## src/hdl/az_pkg.sv

```systemverilog
/*
  shared constants and types for the voltmeter control FPGA
  every register in the SPI bank is REG_WIDTH wide, frames are FRAME_BITS long
  phase lengths are counted in system clk cycles
*/

package az_pkg;

  ////////////////////////////////////////////////////////////////////////////
  // spi register bank

  // width of every register in the bank
  localparam int REG_WIDTH  = 24;
  // address byte plus data bits in one valid frame
  localparam int FRAME_BITS = 32;

  // 7-bit register addresses, bit 7 of the address byte is the write flag
  // anything else reads zero and ignores writes
  typedef enum logic [6:0] {
    ADDR_LED     = 7'd7,
    ADDR_SPI_MUX = 7'd8,
    ADDR_4094    = 7'd9,
    ADDR_MODE    = 7'd10,
    ADDR_MUX_HI  = 7'd11
  } reg_addr_t;

  ////////////////////////////////////////////////////////////////////////////
  // auto-zero modulator

  // low bits of the mode register, code 3 behaves as off
  typedef enum logic [1:0] {
    MODE_OFF = 2'd0,
    MODE_SIG = 2'd1,
    MODE_AZ  = 2'd2
  } az_mode_t;

  // phase codes, also shown on the monitor pins
  typedef enum logic [1:0] {
    PH_IDLE      = 2'd0,
    PH_PRECHARGE = 2'd1,
    PH_SIGNAL    = 2'd2,
    PH_ZERO      = 2'd3
  } az_phase_t;

  // az mux select codes
  localparam logic [2:0] AZ_MUX_SIG = 3'd1;
  localparam logic [2:0] AZ_MUX_LO  = 3'd3;

  // phase lengths in clk cycles, full az period is their sum
  localparam int PC_CYCLES   = 4;
  localparam int SIG_CYCLES  = 16;
  localparam int ZERO_CYCLES = 16;

  // 4094 strobe level while spi_cs2 is inactive
  localparam logic CS2_STROBE_POL = 1'b1;

endpackage

```

## src/hdl/spi_bus_if.sv

```systemverilog
/*
  spi bus between the router and the register bank
  mode 0 lines only, cs is active low, no handshake
*/
`timescale 1ns/1ns

interface spi_bus_if;

  // serial clock, as seen on the pin
  logic sclk;
  // chip select for the register bank, active low
  logic cs;
  logic mosi;
  // readback from the bank, muxed onto the pin by the router
  logic miso;

  // router forwards the pins, takes miso back
  modport router (output sclk, output cs, output mosi, input miso);

  // register bank side
  modport slave (input sclk, input cs, input mosi, output miso);

endinterface

```

## src/hdl/spi_regs.sv

```systemverilog
/*
  spi slave and register bank, mode 0, msb first, 8-bit address then 24 data
  bus lines are sampled in the clk domain, sclk must stay at or below clk/8
  a frame is committed at cs rise only with exactly 32 bits and the write flag
  unmapped addresses read zero and ignore writes
*/
`timescale 1ns/1ns

module spi_regs (
  input  logic                         clk,
  input  logic                         arst_n,
  spi_bus_if.slave                     bus,
  output logic [az_pkg::REG_WIDTH-1:0] reg_spi_mux,
  output az_pkg::az_mode_t             mode,
  output logic                         led,
  output logic                         oe_4094,
  output logic [5:0]                   mux_hi
);
  import az_pkg::*;

  // synchronizer bits: 2 sclk, 1 cs, 0 mosi
  logic [2:0]            sync_meta;
  logic [2:0]            sync_q;
  logic                  sclk_d;
  logic                  cs_d;
  logic                  cs_act;
  logic                  sclk_rise;
  logic                  sclk_fall;
  logic                  cs_fall;
  logic                  cs_rise;
  logic [5:0]            bit_cnt;
  logic [FRAME_BITS-1:0] shift_in;
  logic [FRAME_BITS-1:0] shift_nxt;
  logic [REG_WIDTH-1:0]  shift_out;
  logic [REG_WIDTH-1:0]  rd_data;
  logic                  wr_en;
  logic [6:0]            wr_addr;
  logic [REG_WIDTH-1:0]  reg_led;
  logic [REG_WIDTH-1:0]  reg_4094;
  logic [REG_WIDTH-1:0]  reg_mode;
  logic [REG_WIDTH-1:0]  reg_mux_hi;

  ////////////////////////////////////////////////////////////////////////////
  // two-flop sync and edge detect

  // cs resets high so no frame starts out of reset
  always_ff @(posedge clk or negedge arst_n) begin
    if (!arst_n) begin
      sync_meta <= 3'b010;
      sync_q    <= 3'b010;
      sclk_d    <= 1'b0;
      cs_d      <= 1'b1;
    end else begin
      sync_meta <= {bus.sclk, bus.cs, bus.mosi};
      sync_q    <= sync_meta;
      sclk_d    <= sync_q[2];
      cs_d      <= sync_q[1];
    end
  end

  assign cs_act    = ~sync_q[1];
  // sclk edges only count inside a frame
  assign sclk_rise = cs_act & sync_q[2] & ~sclk_d;
  assign sclk_fall = cs_act & ~sync_q[2] & sclk_d;
  assign cs_fall   = ~sync_q[1] & cs_d;
  assign cs_rise   = sync_q[1] & ~cs_d;

  // shift register contents after the current mosi bit
  assign shift_nxt = {shift_in[FRAME_BITS-2:0], sync_q[0]};

  ////////////////////////////////////////////////////////////////////////////
  // frame receive

  always_ff @(posedge clk or negedge arst_n) begin
    if (!arst_n) begin
      bit_cnt  <= '0;
      shift_in <= '0;
    end else if (cs_fall) begin
      bit_cnt <= '0;
    end else if (sclk_rise) begin
      shift_in <= shift_nxt;
      // saturate so long frames never wrap back to 32
      if (bit_cnt != 6'h3f) begin
        bit_cnt <= bit_cnt + 6'd1;
      end
    end
  end

  // commit only a full frame with the write flag set
  assign wr_en   = cs_rise && (bit_cnt == 6'(FRAME_BITS)) && shift_in[FRAME_BITS-1];
  assign wr_addr = shift_in[FRAME_BITS-2 -: 7];

  always_ff @(posedge clk or negedge arst_n) begin
    if (!arst_n) begin
      reg_led     <= '0;
      reg_spi_mux <= '0;
      reg_4094    <= '0;
      reg_mode    <= '0;
      reg_mux_hi  <= '0;
    end else if (wr_en) begin
      case (reg_addr_t'(wr_addr))
        ADDR_LED:     reg_led     <= shift_in[REG_WIDTH-1:0];
        ADDR_SPI_MUX: reg_spi_mux <= shift_in[REG_WIDTH-1:0];
        ADDR_4094:    reg_4094    <= shift_in[REG_WIDTH-1:0];
        ADDR_MODE:    reg_mode    <= shift_in[REG_WIDTH-1:0];
        ADDR_MUX_HI:  reg_mux_hi  <= shift_in[REG_WIDTH-1:0];
        default:      ;
      endcase
    end
  end

  ////////////////////////////////////////////////////////////////////////////
  // readback

  // address comes from the byte as it completes on the 8th rise
  always_comb begin
    case (reg_addr_t'(shift_nxt[6:0]))
      ADDR_LED:     rd_data = reg_led;
      ADDR_SPI_MUX: rd_data = reg_spi_mux;
      ADDR_4094:    rd_data = reg_4094;
      ADDR_MODE:    rd_data = reg_mode;
      ADDR_MUX_HI:  rd_data = reg_mux_hi;
      default:      rd_data = '0;
    endcase
  end

  // load at the 8th rise, msb sits on miso before the 9th rise
  // then shift on each fall after a data bit was taken
  always_ff @(posedge clk or negedge arst_n) begin
    if (!arst_n) begin
      shift_out <= '0;
    end else if (cs_fall) begin
      shift_out <= '0;
    end else if (sclk_rise && bit_cnt == 6'd7) begin
      shift_out <= rd_data;
    end else if (sclk_fall && bit_cnt > 6'd8) begin
      shift_out <= {shift_out[REG_WIDTH-2:0], 1'b0};
    end
  end

  assign bus.miso = shift_out[REG_WIDTH-1];

  // register fields out to the pins and the modulator
  assign led     = reg_led[0];
  assign oe_4094 = reg_4094[0];
  assign mux_hi  = reg_mux_hi[5:0];
  assign mode    = az_mode_t'(reg_mode[1:0]);

endmodule

```

## src/hdl/spi_mux.sv

```systemverilog
/*
  spi router, purely combinational pin to pin
  spi_cs addresses the register bank, spi_cs2 the 4094 chain when routed
  4094 clock and data stay low unless the route is enabled and cs2 is low
*/
`timescale 1ns/1ns

module spi_mux (
  input  logic      spi_clk,
  input  logic      spi_cs,
  input  logic      spi_cs2,
  input  logic      spi_mosi,
  output logic      spi_miso,
  spi_bus_if.router bus,
  input  logic      route_4094,
  output logic      glb_4094_clk,
  output logic      glb_4094_data,
  output logic      glb_4094_strobe,
  input  logic      u1004_4094_data
);
  import az_pkg::*;

  logic route_act;

  ////////////////////////////////////////////////////////////////////////////
  // register bank side

  // bank always sees the pins, it only reacts to its own cs
  assign bus.sclk = spi_clk;
  assign bus.cs   = spi_cs;
  assign bus.mosi = spi_mosi;

  ////////////////////////////////////////////////////////////////////////////
  // 4094 chain side

  // routed frame in progress
  assign route_act = route_4094 & ~spi_cs2;

  // clock and data gated, held low when idle
  assign glb_4094_clk  = route_act & spi_clk;
  assign glb_4094_data = route_act & spi_mosi;

  // strobe follows cs2 at the configured polarity
  // route disabled parks it at the inactive level
  always_comb begin
    if (route_4094) begin
      glb_4094_strobe = spi_cs2 ~^ CS2_STROBE_POL;
    end else begin
      glb_4094_strobe = ~CS2_STROBE_POL;
    end
  end

  ////////////////////////////////////////////////////////////////////////////
  // miso select

  // bank readback wins while spi_cs is low
  always_comb begin
    if (!spi_cs) begin
      spi_miso = bus.miso;
    end else if (route_act) begin
      // 4094 chain tail data back to the mcu
      spi_miso = u1004_4094_data;
    end else begin
      spi_miso = 1'b0;
    end
  end

endmodule

```

## src/hdl/modulation_az.sv

```systemverilog
/*
  auto-zero phase sequencer, clocked by the system clk
  reacts one cycle after a mode change, az period is 36 cycles
  precharge switch is on only during precharge, mux held at the lo input then
*/
`timescale 1ns/1ns

module modulation_az (
  input  logic             clk,
  input  logic             arst_n,
  input  az_pkg::az_mode_t mode,
  output logic [2:0]       mux_az,
  output logic             sw_pc_ctl,
  output logic [6:0]       vec_monitor
);
  import az_pkg::*;

  az_phase_t  phase;
  az_mode_t   mode_d;
  logic [4:0] cnt;
  logic       cycle_tgl;
  logic       mode_chg;
  logic       last;
  logic       cycle_start;

  ////////////////////////////////////////////////////////////////////////////
  // phase timing

  // previous mode, a difference restarts the sequence
  assign mode_chg = (mode != mode_d);

  // final cycle of the current timed phase
  always_comb begin
    case (phase)
      PH_PRECHARGE: last = (cnt == 5'(PC_CYCLES - 1));
      PH_SIGNAL:    last = (cnt == 5'(SIG_CYCLES - 1));
      PH_ZERO:      last = (cnt == 5'(ZERO_CYCLES - 1));
      default:      last = 1'b1;
    endcase
  end

  // new az cycle: entering az, leaving idle, or end of zero phase
  assign cycle_start = (mode == MODE_AZ) &&
                       (mode_chg || phase == PH_IDLE || (phase == PH_ZERO && last));

  ////////////////////////////////////////////////////////////////////////////
  // phase fsm

  always_ff @(posedge clk or negedge arst_n) begin
    if (!arst_n) begin
      phase     <= PH_IDLE;
      mode_d    <= MODE_OFF;
      cnt       <= '0;
      cycle_tgl <= 1'b0;
    end else begin
      mode_d <= mode;
      case (mode)
        MODE_SIG: begin
          // fixed signal input
          phase <= PH_SIGNAL;
          cnt   <= '0;
        end
        MODE_AZ: begin
          if (cycle_start) begin
            phase     <= PH_PRECHARGE;
            cnt       <= '0;
            cycle_tgl <= ~cycle_tgl;
          end else if (!last) begin
            cnt <= cnt + 5'd1;
          end else begin
            cnt <= '0;
            // zero wraps through cycle_start above
            case (phase)
              PH_PRECHARGE: phase <= PH_SIGNAL;
              default:      phase <= PH_ZERO;
            endcase
          end
        end
        default: begin
          // off, and the unused code 3
          phase <= PH_IDLE;
          cnt   <= '0;
        end
      endcase
    end
  end

  ////////////////////////////////////////////////////////////////////////////
  // outputs

  // only the signal phase selects the input, all else sits at lo
  always_comb begin
    case (phase)
      PH_SIGNAL: mux_az = AZ_MUX_SIG;
      default:   mux_az = AZ_MUX_LO;
    endcase
  end

  assign sw_pc_ctl = (phase == PH_PRECHARGE);

  // monitor: phase, precharge, cycle toggle, upper bits spare
  assign vec_monitor = {3'b000, cycle_tgl, sw_pc_ctl, phase};

endmodule

```

## src/hdl/top.sv

```systemverilog
/*
  voltmeter front end control FPGA top level
  spi_clk must stay at or below clk/8, the spi lines are sampled on clk
  after reset all registers are zero, the az mode is off
*/
`timescale 1ns/1ns

module top (
  input  logic       clk,
  input  logic       arst_n,
  // spi from the mcu
  input  logic       spi_clk,
  input  logic       spi_cs,
  input  logic       spi_cs2,
  input  logic       spi_mosi,
  output logic       spi_miso,
  // 4094 chain tail
  input  logic       u1004_4094_data,
  output logic       led0,
  // 4094 chain
  output logic       glb_4094_clk,
  output logic       glb_4094_data,
  output logic       glb_4094_strobe_ctl,
  output logic       oe_4094_ctl,
  // analog switches and muxes
  output logic       sig_pc_sw_ctl,
  output logic [2:0] u413_a_ctl,
  output logic [2:0] u402_a_ctl,
  output logic [2:0] u414_a_ctl,
  // scope monitor pins
  output logic [6:0] mon
);
  import az_pkg::*;

  logic [REG_WIDTH-1:0] reg_spi_mux;
  az_mode_t             mode;

  ////////////////////////////////////////////////////////////////////////////
  // spi routing

  spi_bus_if spi_bus ();

  spi_mux spi_mux0 (
    .spi_clk         (spi_clk),
    .spi_cs          (spi_cs),
    .spi_cs2         (spi_cs2),
    .spi_mosi        (spi_mosi),
    .spi_miso        (spi_miso),
    .bus             (spi_bus.router),
    // bit 0 of the spi mux register enables the 4094 route
    .route_4094      (reg_spi_mux[0]),
    .glb_4094_clk    (glb_4094_clk),
    .glb_4094_data   (glb_4094_data),
    .glb_4094_strobe (glb_4094_strobe_ctl),
    .u1004_4094_data (u1004_4094_data)
  );

  ////////////////////////////////////////////////////////////////////////////
  // register bank

  // high-side mux: low three bits u413, upper three u402
  spi_regs spi_regs0 (
    .clk         (clk),
    .arst_n      (arst_n),
    .bus         (spi_bus.slave),
    .reg_spi_mux (reg_spi_mux),
    .mode        (mode),
    .led         (led0),
    .oe_4094     (oe_4094_ctl),
    .mux_hi      ({u402_a_ctl, u413_a_ctl})
  );

  ////////////////////////////////////////////////////////////////////////////
  // auto-zero modulator

  modulation_az modulation_az0 (
    .clk         (clk),
    .arst_n      (arst_n),
    .mode        (mode),
    .mux_az      (u414_a_ctl),
    .sw_pc_ctl   (sig_pc_sw_ctl),
    .vec_monitor (mon)
  );

endmodule

```

## config.mk

```make
export PLATFORM = sky130hd
export DESIGN_NAME = top
export DESIGN_NICKNAME = d
export VERILOG_FILES = /design/src/hdl/az_pkg.sv /design/src/hdl/spi_bus_if.sv /design/src/hdl/spi_regs.sv /design/src/hdl/spi_mux.sv /design/src/hdl/modulation_az.sv /design/src/hdl/top.sv
export SDC_FILE = /design/constraint.sdc
export NUM_CORES = 1
export LEC_CHECK = 0
export BUFFER_PORTS_ARGS = -buffer_cell sky130_fd_sc_hd__buf_2
export CAP_MARGIN = 20
export CELL_PAD_IN_SITES_DETAIL_PLACEMENT = 0
export CELL_PAD_IN_SITES_GLOBAL_PLACEMENT = 1
export CORE_ASPECT_RATIO = 0.7
export CORE_MARGIN = 5
export CORE_UTILIZATION = 50
export DETAILED_ROUTE_END_ITERATION = 16
export GPL_TIMING_DRIVEN = 0
export PLACE_DENSITY = 0.82
export SETUP_SLACK_MARGIN = 0.02
export SYNTH_ARGS = -nofsm -noshare
export SYNTH_HDL_FRONTEND = slang
export SYNTH_SLANG_ARGS = --single-unit
```

## constraint.sdc

```tcl
create_clock -name clk -period 2.6 [get_ports clk]
set_input_delay 0.13 -clock clk [delete_from_list [all_inputs] [get_ports clk]]
set_output_delay 0.13 -clock clk [all_outputs]
set_load 0.005 [all_outputs]
```

======== Word-level counts from Yosys, hierarchy flattened ========
Index checks and enable logic that the tools add are counted.
cells by class
  $mul .................................... 0
  bitwise logic cells ..................... 16
  reductions and logical operators ........ 21
  shift operators ......................... 0
  muxes and demuxes ....................... 19
  $lt $le $gt $ge ......................... 1
  add/sub/neg operators ................... 2
  equality and inequality tests ........... 22
  div/mod/pow operators ................... 0
operator list
  operator                                             count
  one-hot mux 24 bit (5 select lines)                  1
  two-way mux 24 bit                                   3
  equality test 7 x 4 -> 1 bit, second input constant  8
  two-way mux 6 bit                                    3
  AND reduction 2 bit                                  8
  two-way mux 5 bit                                    3
  equality test 7 x 3 -> 1 bit, second input constant  2
  AND 1 bit                                            9
  inverter 1 bit                                       7
  adder 6 x 1 -> 6 bit, second input constant          1
  equality test 2 bit, second input constant           3
  equality test 6 x 3 -> 1 bit, second input constant  1
  equality test 6 bit, second input constant           1
  > comparator 6 x 4 -> 1 bit, second input constant   1
  logical AND 1 bit                                    6
  two-way mux 2 bit                                    3
  != test 6 bit, second input constant                 1
  adder 5 x 1 -> 5 bit, second input constant          1
  equality test 5 x 2 -> 1 bit, second input constant  1
  equality test 5 x 4 -> 1 bit, second input constant  1
  equality test 2 x 1 -> 1 bit, second input constant  2
  two-way mux 1 bit                                    4
  one-hot mux 2 bit (2 select lines)                   1
  nonzero test 2 bit                                   2
  other kinds (7)                                      8
storage, ports and cells
  input port bits ......................... 7
  memories kept ........................... 0
  memory bits (read-only) ................. 0
  bits in latches ......................... 0
  RAM bits ................................ 0
  flip-flop bits (word level) ............. 200

======== Logic depth before layout (Yosys ltp) ========
Gate-level depths: netlist of run 1.
  depth in word-level cells ............... 8
  depth in mapped cells ................... 8
  gate-level depth less buffers ........... 7

======== Modules after synthesis ========
Synthesis of run 1 repeated with hierarchy kept, for this count alone.
second synthesis, totals
  cells, all modules ...................... 682
  area total of the unflattened synthesis .. 9123.8 µm²
modules (own cells, without submodules)
  module         sequential area each (µm²)  instances  area an instance (µm²)  cells each
  spi_regs       4758.3                      1          8475.6                  615
  modulation_az  250.2                       1          580.6                   58
  spi_mux        0.0                         1          67.6                    9

======== Worst setup path before layout of run 1 ========
No wires, ideal clock.
  path type ............................... reg2reg
  start ................................... reg spi_regs0.cs_d
  end ..................................... reg spi_regs0.reg_mode[10]
  required time ........................... 2475 ps
  arrival time ............................ 2150 ps
  buffers on the path ..................... 1
  setup slack ............................. 326 ps
  stages on the path, launching flop included .. 7
  library setup time ...................... 125 ps
  period minus slack after synthesis ...... 2274 ps
  cell sequence ........................... dfstp_2 or4_4 nor3b_2 nand3_2 nor3b_4 buf_6 mux2_2
on the way
  word-level cells in the longest chain between the ends .. 5
RTL lines
  element                               RTL line         RTL
  from (decl)                           spi_regs.sv:25   logic cs_d;
  from (signal assigned)                spi_regs.sv:57   cs_d <= sync_q[1];
  inverter 1 bit                        spi_regs.sv:66   assign cs_rise = sync_q[1] & ~cs_d;
  AND 1 bit                             spi_regs.sv:66
  logical AND 1 bit (2 in series)       spi_regs.sv:90   assign wr_en = cs_rise && (bit_cnt == 6'(FRAME_BITS)) && shift_in[FRAME_BITS-1];
  AND reduction 2 bit (no source line)  --
  to (signal assigned)                  spi_regs.sv:105  ADDR_MODE: reg_mode <= shift_in[REG_WIDTH-1:0];
  to (decl)                             spi_regs.sv:40   logic [REG_WIDTH-1:0] reg_mode;
No other way between the ends.
A chain may end at the register's enable or synchronous reset.

======== Final worst setup path of run 1 ========
  start ................................... reg spi_regs0.cs_d
  end ..................................... reg spi_regs0.reg_4094[6]
on the way
  word-level cells in the longest chain between the ends .. 5
RTL lines
  element                               RTL line         RTL
  inverter 1 bit                        spi_regs.sv:66
  AND 1 bit                             spi_regs.sv:66
  logical AND 1 bit (2 in series)       spi_regs.sv:90
  AND reduction 2 bit (no source line)  --
  to (signal assigned)                  spi_regs.sv:104  ADDR_4094: reg_4094 <= shift_in[REG_WIDTH-1:0];
  to (decl)                             spi_regs.sv:39   logic [REG_WIDTH-1:0] reg_4094;
No other way between the ends.

==> flow_summary.ini, run 1 <==
[floorplan]
fp-row-count = 40
die_h_um = 121
io_pins = 30
initial_core_util_pct = 51.4
coreArea_sq_um = 17300
die_area_sq_um = 20500
die_w_um = 169

[layout]
area_delta_synth_final_pct = 13.7
final_common_cell = dfrtp_1
layout-drive-gt1-share_pct = 38.9
final_cell_mix = dfrtp_1 (197), mux2_2 (172), a22oi_1 (65), buf_2 (25)
fin_nets = 726
diodes = 0
n_fill_cell = 1348
seqCellArea_sq_um = 5010
final_cells = 958
multiInputGateArea_sq_um = 3560

[critical_path]
slowest_stage = or4_4
critPathMaxStageDelay_ns = 0.55
rrSetupSlack_ns = 0.08
worstPathRequired_ns = 2.92
arrival_ns = 2.84
cp_max_fo = 10
worstSetupPathType = reg2reg
startpoint_type = flip-flop
cp-end-kind = flip-flop
path_cells = or4_4 > nor3b_2 > nand3_2 > nor3b_4 > buf_4 > buf_6 > mux2_2

[detailed_routing]
viasPerCell = 5.76
drt-initial-drc-count = 479
drc = 0
postRouteAntennaNets = 0
wl_um = 19300
first_pass_iters = 5
via_count = 5515
wl_per_cell_um = 20.2

[sta]
skew_ns = 0.00684
final.setup.tns_ns = 0
slew_violations = 0
fin_crit_ns = 2.52
timing_hold_violations_final = 0
hold_ws_ns = 0.218
maxSlewHeadroom_pct = 50.1
worstMarginPinSlew_ns = 0.749
fin_crit_sh_pct = 96.7
timing.fmax_mhz = 398
setup_viol = 0

[pwr]
p_int_mw = 4.83
finalPower_mw = 6.51
power.switching_mw = 1.68
powerDensity_nw_per_um2 = 646
power_frac_seq_pct = 49.1
vdd_drop_max_v = 0.000457
clockPowerShare_pct = 42.4
power_leakage_nw = 4.69
power.share.combinational_pct = 8.5
p_sw_share_pct = 25.8

[cts]
ctsLongestPathBuffers = 2
h-tree-depth = 4
insertion_delay_ns = 0.44
cts_root_buf = clkbuf_16
cts.sinks = 200
clkSlewWorstSetupHoldPaths_ns = 0.07
cts_buffers = 17
cts_tree = done

[logic_synthesis]
avgSynthCellArea_sq_um = 13.6
yosys_warnings = 0
syn_inst = 654
yosysUniqueCellTypes = 49
synth_edf_count = 0
yosys.area.top_type_share_pct = 55.6
synth.area.top_cells = dfrtp_1 (56%), mux2_2 (22%), a22oi_1 (5.5%)
synth_seq_cells = 200
ys_async_sr_fraction_pct = 100
synth_ff_type = dfrtp_1
synth.cell_area_sq_um = 8870
yosys.area.top_type = dfrtp_1
ys_seq_area_share_pct = 56.5

[grt]
grtUsageTotal_pct = 19.6
globalRouteOverflowTotal = 0
grt_max_degree = 137
antenna_found_initial = 0
first_global_vias = 5797
grt_pass1_wl_um = 31400

[run]
drv_cap = 0

[placed_design]
portBuffers = 24
dp_hpwl_um = 12900
gp_congestion = 0.783
dp_cells = 914

[outcome]
status = complete, no violations

[min_path]
hp-class = in2async
layer usage:
| layer | track usage, % | part of all wire, % | vias up |
|---|---|---|---|
| met5 | 0 | 0 | - |
| met4 | 4.52 | 0.91 | 0 |
| met3 | 3.78 | 4.9 | 15 |
| met2 | 31.2 | 47 | 127 |
| met1 | 27.9 | 47 | 2849 |
| li1 | - | - | 2524 |
path summary, 6_finish.rpt:
check / from / end / cells past startpoint
worst min register to register: spi_regs0.sync_meta[2] / spi_regs0.sync_q[2] / 0
max in group asynchronous: arst_n / spi_regs0.shift_in[8] / 3
worst min-delay path: arst_n / spi_regs0.bit_cnt[0] / 2
min in group clk: spi_cs / spi_regs0.sync_meta[1] / 2
worst max register to register: spi_regs0.cs_d / spi_regs0.reg_4094[6] / 7
worst max-delay path: spi_regs0.cs_d / spi_regs0.reg_4094[6] / 7
worst max-delay path, delay by kind of cell (launching register included):
family	cells	cell delay [ns]
buffers and inverters	2	0.37
muxes	1	0.35
DFF	1	0.41
and+or+nand+nor	4	1.27
synth_stat cells (all sizes together) (4+ instances only):
| cell type | n |
|---|---|
| dfrtp | 197 |
| mux2 | 172 |
| a22oi | 65 |
| buf | 27 |
| clkbuf | 27 |
| o21ai | 25 |
| nor2 | 22 |
| o22a | 20 |
| a21oi | 7 |
| inv | 7 |
| nand2 | 6 |
| nand2b | 6 |
| nand3 | 6 |
| xor2 | 6 |
| and2 | 5 |
| ha | 5 |
| xnor2 | 5 |
| and3 | 4 |
| mux4 | 4 |
| nor3 | 4 |
| or3 | 4 |
per-stage QoR:
stage	cell area (sq um)	worst slack, ns	utilization (%)
3_5_place_dp	9330	-0.0359	54.1
5_1_grt	10100	-0.0117	58.4
6_report	10100	0.0848	58.4
4_1_cts	10000	0.0215	57.9
3_3_place_gp	9290	-1.66	53.8
2_1_floorplan	8880	0.326	-
power by group through the flow:
stage	Clock (mW)	Combinational, mW	Sequential [mW]
2_1_floorplan	0	0.304	3.24
3_3_place_gp	0	0.518	3.25
3_5_place_dp	0	0.552	3.25
4_1_cts	2.80	0.559	3.19
5_1_grt	2.94	0.599	3.20
6_report	2.76	0.554	3.20
layout make-up:
type	count	area share [%]
flip-flops and latches	200	49.7
multi-input cells	396	35.3
clock buffers	17	4.22
plain buffers	53	3.09
well taps	231	2.87
repair buffers	39	2.68
clock inverters	15	1.90
inverters	7	0.261
cell families (layout without fill, tap and decap cells):
kind of cell | Yosys count | in the layout | share of synthesized area [%]
DFF | 200 | 200 | 56.5
muxes | 176 | 176 | 22.9
AOI/OAI and AO/OA | 127 | 127 | 10.2
and+or+nand+nor | 72 | 72 | 4.91
buffers and inverters | 61 | 131 | 3.68
xor gates and xnor gates | 11 | 11 | 1.09
adders and majority gates | 5 | 5 | 0.705
other | 2 | 5 | 0.0847
registers in the layout, indices dropped and copies added, names as in the netlist:
signal                    count
spi_regs0.sync_meta           3
spi_regs0.reg_spi_mux        24
modulation_az0.cycle_tgl      1
spi_regs0.sync_q              3
spi_regs0.sclk_d              1
modulation_az0.mode_d         2
modulation_az0.cnt            5
spi_regs0.reg_mode           24
spi_regs0.cs_d                1
modulation_az0.phase          2
spi_regs0.shift_in           32
spi_regs0.reg_led            24
spi_regs0.shift_out          24
spi_regs0.bit_cnt             6
spi_regs0.reg_4094           24
spi_regs0.reg_mux_hi         24
timing repair:
action / 4_1_cts / 5_1_grt
setup endpoints to repair: 28 / 103
endpoints found under the hold margin: 67 / 0
hold buffers: 4 / 0
setup buffers: 2 / 7
pin swaps: 1 / 1
resized for setup: 1 / 10
Power figures use the tool's default switching activity.
==> inputs of run 2 (changes only) <==
Settings changed: SYNTH_HIERARCHICAL set to 1.
==> flow_summary.ini, run 2 <==
[detailed_routing]
viasPerCell = 5.82
postRouteAntennaNets = 0
wl_per_cell_um = 20.6
drc = 0
drt-initial-drc-count = 427
first_pass_iters = 6
via_count = 5758
wl_um = 20400

[sta]
setup_viol = 0
worstMarginPinSlew_ns = 0.882
fin_crit_ns = 2.43
rsz0062_at_grt = no
final.setup.tns_ns = 0
fin_crit_sh_pct = 93.5
timing_hold_violations_final = 0
skew_ns = 0.00878
maxSlewHeadroom_pct = 41.2
setup_ws_ns = 0.168
slew_violations = 0
timing.fmax_mhz = 411

[grt]
globalRouteOverflowTotal = 0
grt_util_met2_pct = 30.7
use_met1_pct = 30.4
grt_max_degree = 132
grtUsageTotal_pct = 20.5
busiest_layer = met2
grt_pass1_wl_um = 33100
antenna_found_initial = 0
first_global_vias = 5884
use_met3_pct = 4.73

[placed_design]
place_ws_ns = -0.205
dp_cells = 946
dp_hpwl_um = 13400
placed_cell_area_sq_um = 9590
portBuffers = 24
gp_congestion = 0.848

[cts]
cts_buffers = 17
h-tree-depth = 4
ctsLongestPathBuffers = 2
cts.sinks = 200
clkSlewWorstSetupHoldPaths_ns = 0.07
cts_root_buf = clkbuf_16
cts_tree = done
insertion_delay_ns = 0.43

[layout]
largest_reg_flops = 32
final_cell_mix = dfrtp_1 (197), mux2_2 (172), a22oi_1 (45), buf_2 (35), clkbuf_1 (32)
layout-drive-gt1-share_pct = 38.1
top_register = spi_regs0/shift_in
final_common_cell = dfrtp_1
multiInputGateArea_sq_um = 3790
n_fill_cell = 1429
finalInstanceArea_sq_um = 10300
seqCellArea_sq_um = 5010
diodes = 0
final_cells = 989
area_delta_synth_final_pct = 12.4
fin_nets = 752

[logic_synthesis]
synth_edf_count = 0
yosys_warnings = 6
ys_async_sr_fraction_pct = 100
yosysMostFrequentCell = dfrtp_1
synth.area.top_cells = dfrtp_1 (54%), mux2_2 (21%), a22oi_1 (3.7%)
synth_seq_cells = 200
yosys.area.top_type = dfrtp_1
synth_ff_type = dfrtp_1
synth.cell_area_sq_um = 9120
syn_inst = 682
yosys.area.top_type_share_pct = 54.0
ys_seq_area_share_pct = 54.9
avgSynthCellArea_sq_um = 13.4
synth_commonest_cells = dfrtp_1 (197), mux2_2 (172), a22oi_1 (45)
yosysUniqueCellTypes = 59

[critical_path]
startpoint_type = flip-flop
arrival_ns = 2.74
worstPathRequired_ns = 2.91
cp-end-kind = flip-flop
cp_max_fo = 10
worstSetupPathType = reg2reg

[pwr]
power_leakage_nw = 4.99
powerDensity_nw_per_um2 = 611
vdd_drop_max_v = 0.000351
finalPower_mw = 6.27

[outcome]
status = complete, no violations

[floorplan]
fp-row-count = 41
io_pins = 30
die_area_sq_um = 21100
initial_core_util_pct = 50.8
die_h_um = 123
die_w_um = 171
coreArea_sq_um = 18000

[run]
drv_cap = 0

[min_path]
hp-class = in2async
[run 2: cell types whose count changed after synthesis, moves of 7 or more]
cell     before  now
and2_1        5   20
o22ai_1       0   19
buf_2         3   16
o21ai_1      20    0
a22oi_1      65   45
nor2_1       21   14
mux2i_1       0   21
[run 2: layout make-up]
cell class	count	area share, %
tap	236	2.88
sequential	200	48.8
inverter	9	0.329
timing repair buffer	36	2.44
buffer	63	3.26
clock inverter	6	0.390
multi-input combinational	413	37.0
clock buffer	26	4.87
[run 2: power by group]
| part | internal [mW] | switching, mW | leakage (nW) | total (mW) |
|---|---|---|---|---|
| logic | 0.156 | 0.469 | 1.96 | 0.625 |
| registers | 3.15 | 0.0458 | 2.76 | 3.20 |
| clock network | 1.33 | 1.11 | 0.265 | 2.44 |
| total | 4.64 | 1.63 | 4.99 | 6.27 |
[run 2: per-layer routing]
metal  part of all wire (%)  up-vias
li1                       -     2590
met1                     48     3022
met2                     45      130
met3                    5.4       16
met4                   0.94        0
met5                      0        -
[run 2: timing repair]
action | 4_1_cts | 5_1_grt
hold buffers | 4 | 0
buffers inserted | 3 | 4
endpoints found under the hold margin | 72 | 0
resized for setup | 5 | 3
pin swaps | 4 | 1
setup endpoints to repair | 60 | 108
[run 2: logic make-up after synthesis]
family | synth area share [%]
muxes | 24.4
and+or+nand+nor | 6.65
AOI/OAI and AO/OA | 8.50
adders and majority gates | 0.686
buffers and inverters | 3.92
xor gates and xnor gates | 0.864
other | 0.0823
DFF | 54.9
[run 2: metrics by stage]
| stage | util, % | hold slack, ns |
|---|---|---|
| 2_1_floorplan | - | -0.166 |
| 3_3_place_gp | 53.2 | 0.336 |
| 3_5_place_dp | 53.4 | 0.121 |
| 4_1_cts | 56.9 | 0.252 |
| 5_1_grt | 57.1 | 0.293 |
| 6_report | 57.1 | 0.239 |
[run 2: worst max-delay path: stages, from the launching register on]
cell,delay [ns]
dfrtp_1,0.39
inv_1,0.11
ha_1,0.16
nand2b_1,0.13
nor3_2,0.22
nand4_1,0.12
buf_4,0.18
nor3b_4,0.31
clkbuf_4,0.33
mux2_2,0.36
[run 2: path summary, 6_finish.rpt]
kind | from | endpoint | slack, ns | depth (start not counted)
worst max register to register | spi_regs0/bit_cnt[0] | spi_regs0/reg_mode[11] | 0.17 | 9
max in group asynchronous | arst_n | spi_regs0/reg_led[3] | 1.30 | 3
worst min register to register | spi_regs0/sync_meta[0] | spi_regs0/sync_q[0] | 0.35 | 0
worst min-delay path | arst_n | modulation_az0/cnt[2] | 0.24 | 2
worst max-delay path | spi_regs0/bit_cnt[0] | spi_regs0/reg_mode[11] | 0.17 | 9
min in group clk | spi_regs0/sync_meta[0] | spi_regs0/sync_q[0] | 0.35 | 0
==> inputs of run 3 (changes only) <==
Settings changed: CORE_UTILIZATION 50 to 52, PLACE_DENSITY 0.82 to 0.85.
==> flow_summary.ini, run 3 (same netlist as run 2, synthesis figures left out) <==
[grt]
grt_max_degree = 125
grtUsageTotal_pct = 21.1
grt_pass1_wl_um = 33300
first_global_vias = 5939
globalRouteOverflowTotal = 0
antenna_found_initial = 0

[layout]
final_cell_mix = dfrtp_1 (197), mux2_2 (172), a22oi_1 (45), buf_2 (34), buf_4 (31)
area_delta_synth_final_pct = 13.8
top_register = spi_regs0/shift_in
n_fill_cell = 1359
layout-drive-gt1-share_pct = 38.8
fin_nets = 754
largest_reg_flops = 32
diodes = 0
final_common_cell = dfrtp_1

[cts]
ctsLongestPathBuffers = 2
clkSlewWorstSetupHoldPaths_ns = 0.07
cts.sinks = 200
insertion_delay_ns = 0.43
cts_tree = done
cts_root_buf = clkbuf_16
cts_buffers = 17
h-tree-depth = 4

[detailed_routing]
wl_um = 20400
via_count = 5833
wl_per_cell_um = 20.7
postRouteAntennaNets = 0
viasPerCell = 5.92
drc = 0
drt-initial-drc-count = 493
first_pass_iters = 5

[critical_path]
path_cells = inv_1 > ha_1 > nand2b_1 > nor3_2 > nand4_1 > buf_4 > nor3b_4 > buf_4 > mux2_2
path_delay_family = simple AND/OR/NAND/NOR gates
startpoint_type = flip-flop
slowest_stage = dfrtp_1
arrival_ns = 2.72
cp-end-kind = flip-flop
critPathBufInv = 3
cp_max_fo = 10
critPathMaxStageDelay_ns = 0.39
worstSetupPathType = reg2reg
crit_path_frequent_cell = buf_4
worstPathRequired_ns = 2.91

[placed_design]
place_ws_ns = -0.160
gp_congestion = 0.843
portBuffers = 24
dp_hpwl_um = 13400

[floorplan]
die_w_um = 168
initial_core_util_pct = 53.0
die_h_um = 121
io_pins = 30
die_area_sq_um = 20300
fp-row-count = 40
coreArea_sq_um = 17200

[pwr]
power_leakage_nw = 5.06
vdd_drop_max_v = 0.000441
powerDensity_nw_per_um2 = 648

[min_path]
hp-class = reg2reg

[sta]
fin_crit_ns = 2.41
slew_violations = 0
rsz0062_at_grt = no
setup_viol = 0
hold_ws_ns = 0.350
worstMarginPinSlew_ns = 0.913
maxSlewHeadroom_pct = 39.1
fin_crit_sh_pct = 92.9
timing.fmax_mhz = 414
setup_ws_ns = 0.185
timing_hold_violations_final = 0
skew_ns = 0.00709

[run]
drv_cap = 0

[outcome]
status = complete, no violations
## run 3: cell types whose count changed in the layout (fill, tap and decap cells not counted)
cell,before,now
bufinv_16,0,5
buf_4,27,31
clkbuf_1,32,28
buf_2,35,34
clkbuf_4,2,1
clkbuf_8,4,3
## run 3: worst paths after layout
| check | startpoint | end | slack [ns] | cells after the start |
|---|---|---|---|---|
| max | spi_regs0/bit_cnt[0] | spi_regs0/reg_mode[10] | 0.19 | 9 |
| min | spi_regs0/sync_meta[2] | spi_regs0/sync_q[2] | 0.35 | 0 |
| max reg2reg | spi_regs0/bit_cnt[0] | spi_regs0/reg_mode[10] | 0.19 | 9 |
| min reg2reg | spi_regs0/sync_meta[2] | spi_regs0/sync_q[2] | 0.35 | 0 |
| max in group asynchronous | arst_n | spi_regs0/reg_spi_mux[6] | 1.31 | 3 |
| min in group asynchronous | arst_n | modulation_az0/cnt[1] | 0.38 | 2 |
## run 3: cell type report
| type | instances | area (sq um) | area share, % |
|---|---|---|---|
| Clock buffer | 21 | 470 | 4.53 |
| Inverter | 9 | 33.8 | 0.325 |
| Multi-Input combinational cell | 413 | 3790 | 36.5 |
| Tap cell | 231 | 289 | 2.78 |
| Sequential cell | 200 | 5010 | 48.2 |
| Timing Repair Buffer | 38 | 265 | 2.55 |
| Buffer | 63 | 337 | 3.24 |
| Clock inverter | 11 | 190 | 1.83 |
## run 3: what timing repair did
| item | in CTS | in global routing |
|---|---|---|
| buffers inserted | 4 | 5 |
| hold endpoints to repair | 123 | 0 |
| hold buffers | 4 | 0 |
| pin swaps | 2 | 2 |
| endpoints found under the setup margin | 60 | 81 |
| resized for setup | 4 | 8 |
## run 3: through the flow
step	power [mW]	instance area [sq um]	utilization, %	cells	TNS (ns)
after floorplan	3.57	9140	-	685	0
after global placement	3.82	9540	55.4	940	-325.56
after detailed placement	3.85	9580	55.7	941	-5.80
after CTS	6.78	10300	60.0	981	0
after global routing	6.97	10400	60.3	986	0
final	6.73	10400	60.3	986	0
## run 3: metal layers
| metal | part of all wire (%) | routed length, um | track usage [%] | vias to the layer above |
|---|---|---|---|---|
| li1 | - | - | - | 2603 |
| met1 | 47 | 9640 | 31.0 | 3033 |
| met2 | 45 | 9130 | 30.9 | 177 |
| met3 | 6.8 | 1390 | 5.95 | 20 |
| met4 | 1.4 | 295 | 6.03 | 0 |
| met5 | 0 | 0 | 0 | - |
## run 3: worst register-to-register path: stages (launching register included)
cell and delay, ns:
dfrtp_1 0.39, inv_1 0.11, ha_1 0.15, nand2b_1 0.13, nor3_2 0.18, nand4_1 0.20
buf_4 0.21, nor3b_4 0.28, buf_4 0.28, mux2_2 0.37
## run 3: power breakdown
group	internal, mW	switching (mW)	total, mW	leakage, nW
Sequential	3.15	0.0505	3.20	2.76
Clock	1.79	1.13	2.91	0.324
Combinational	0.155	0.458	0.613	1.97
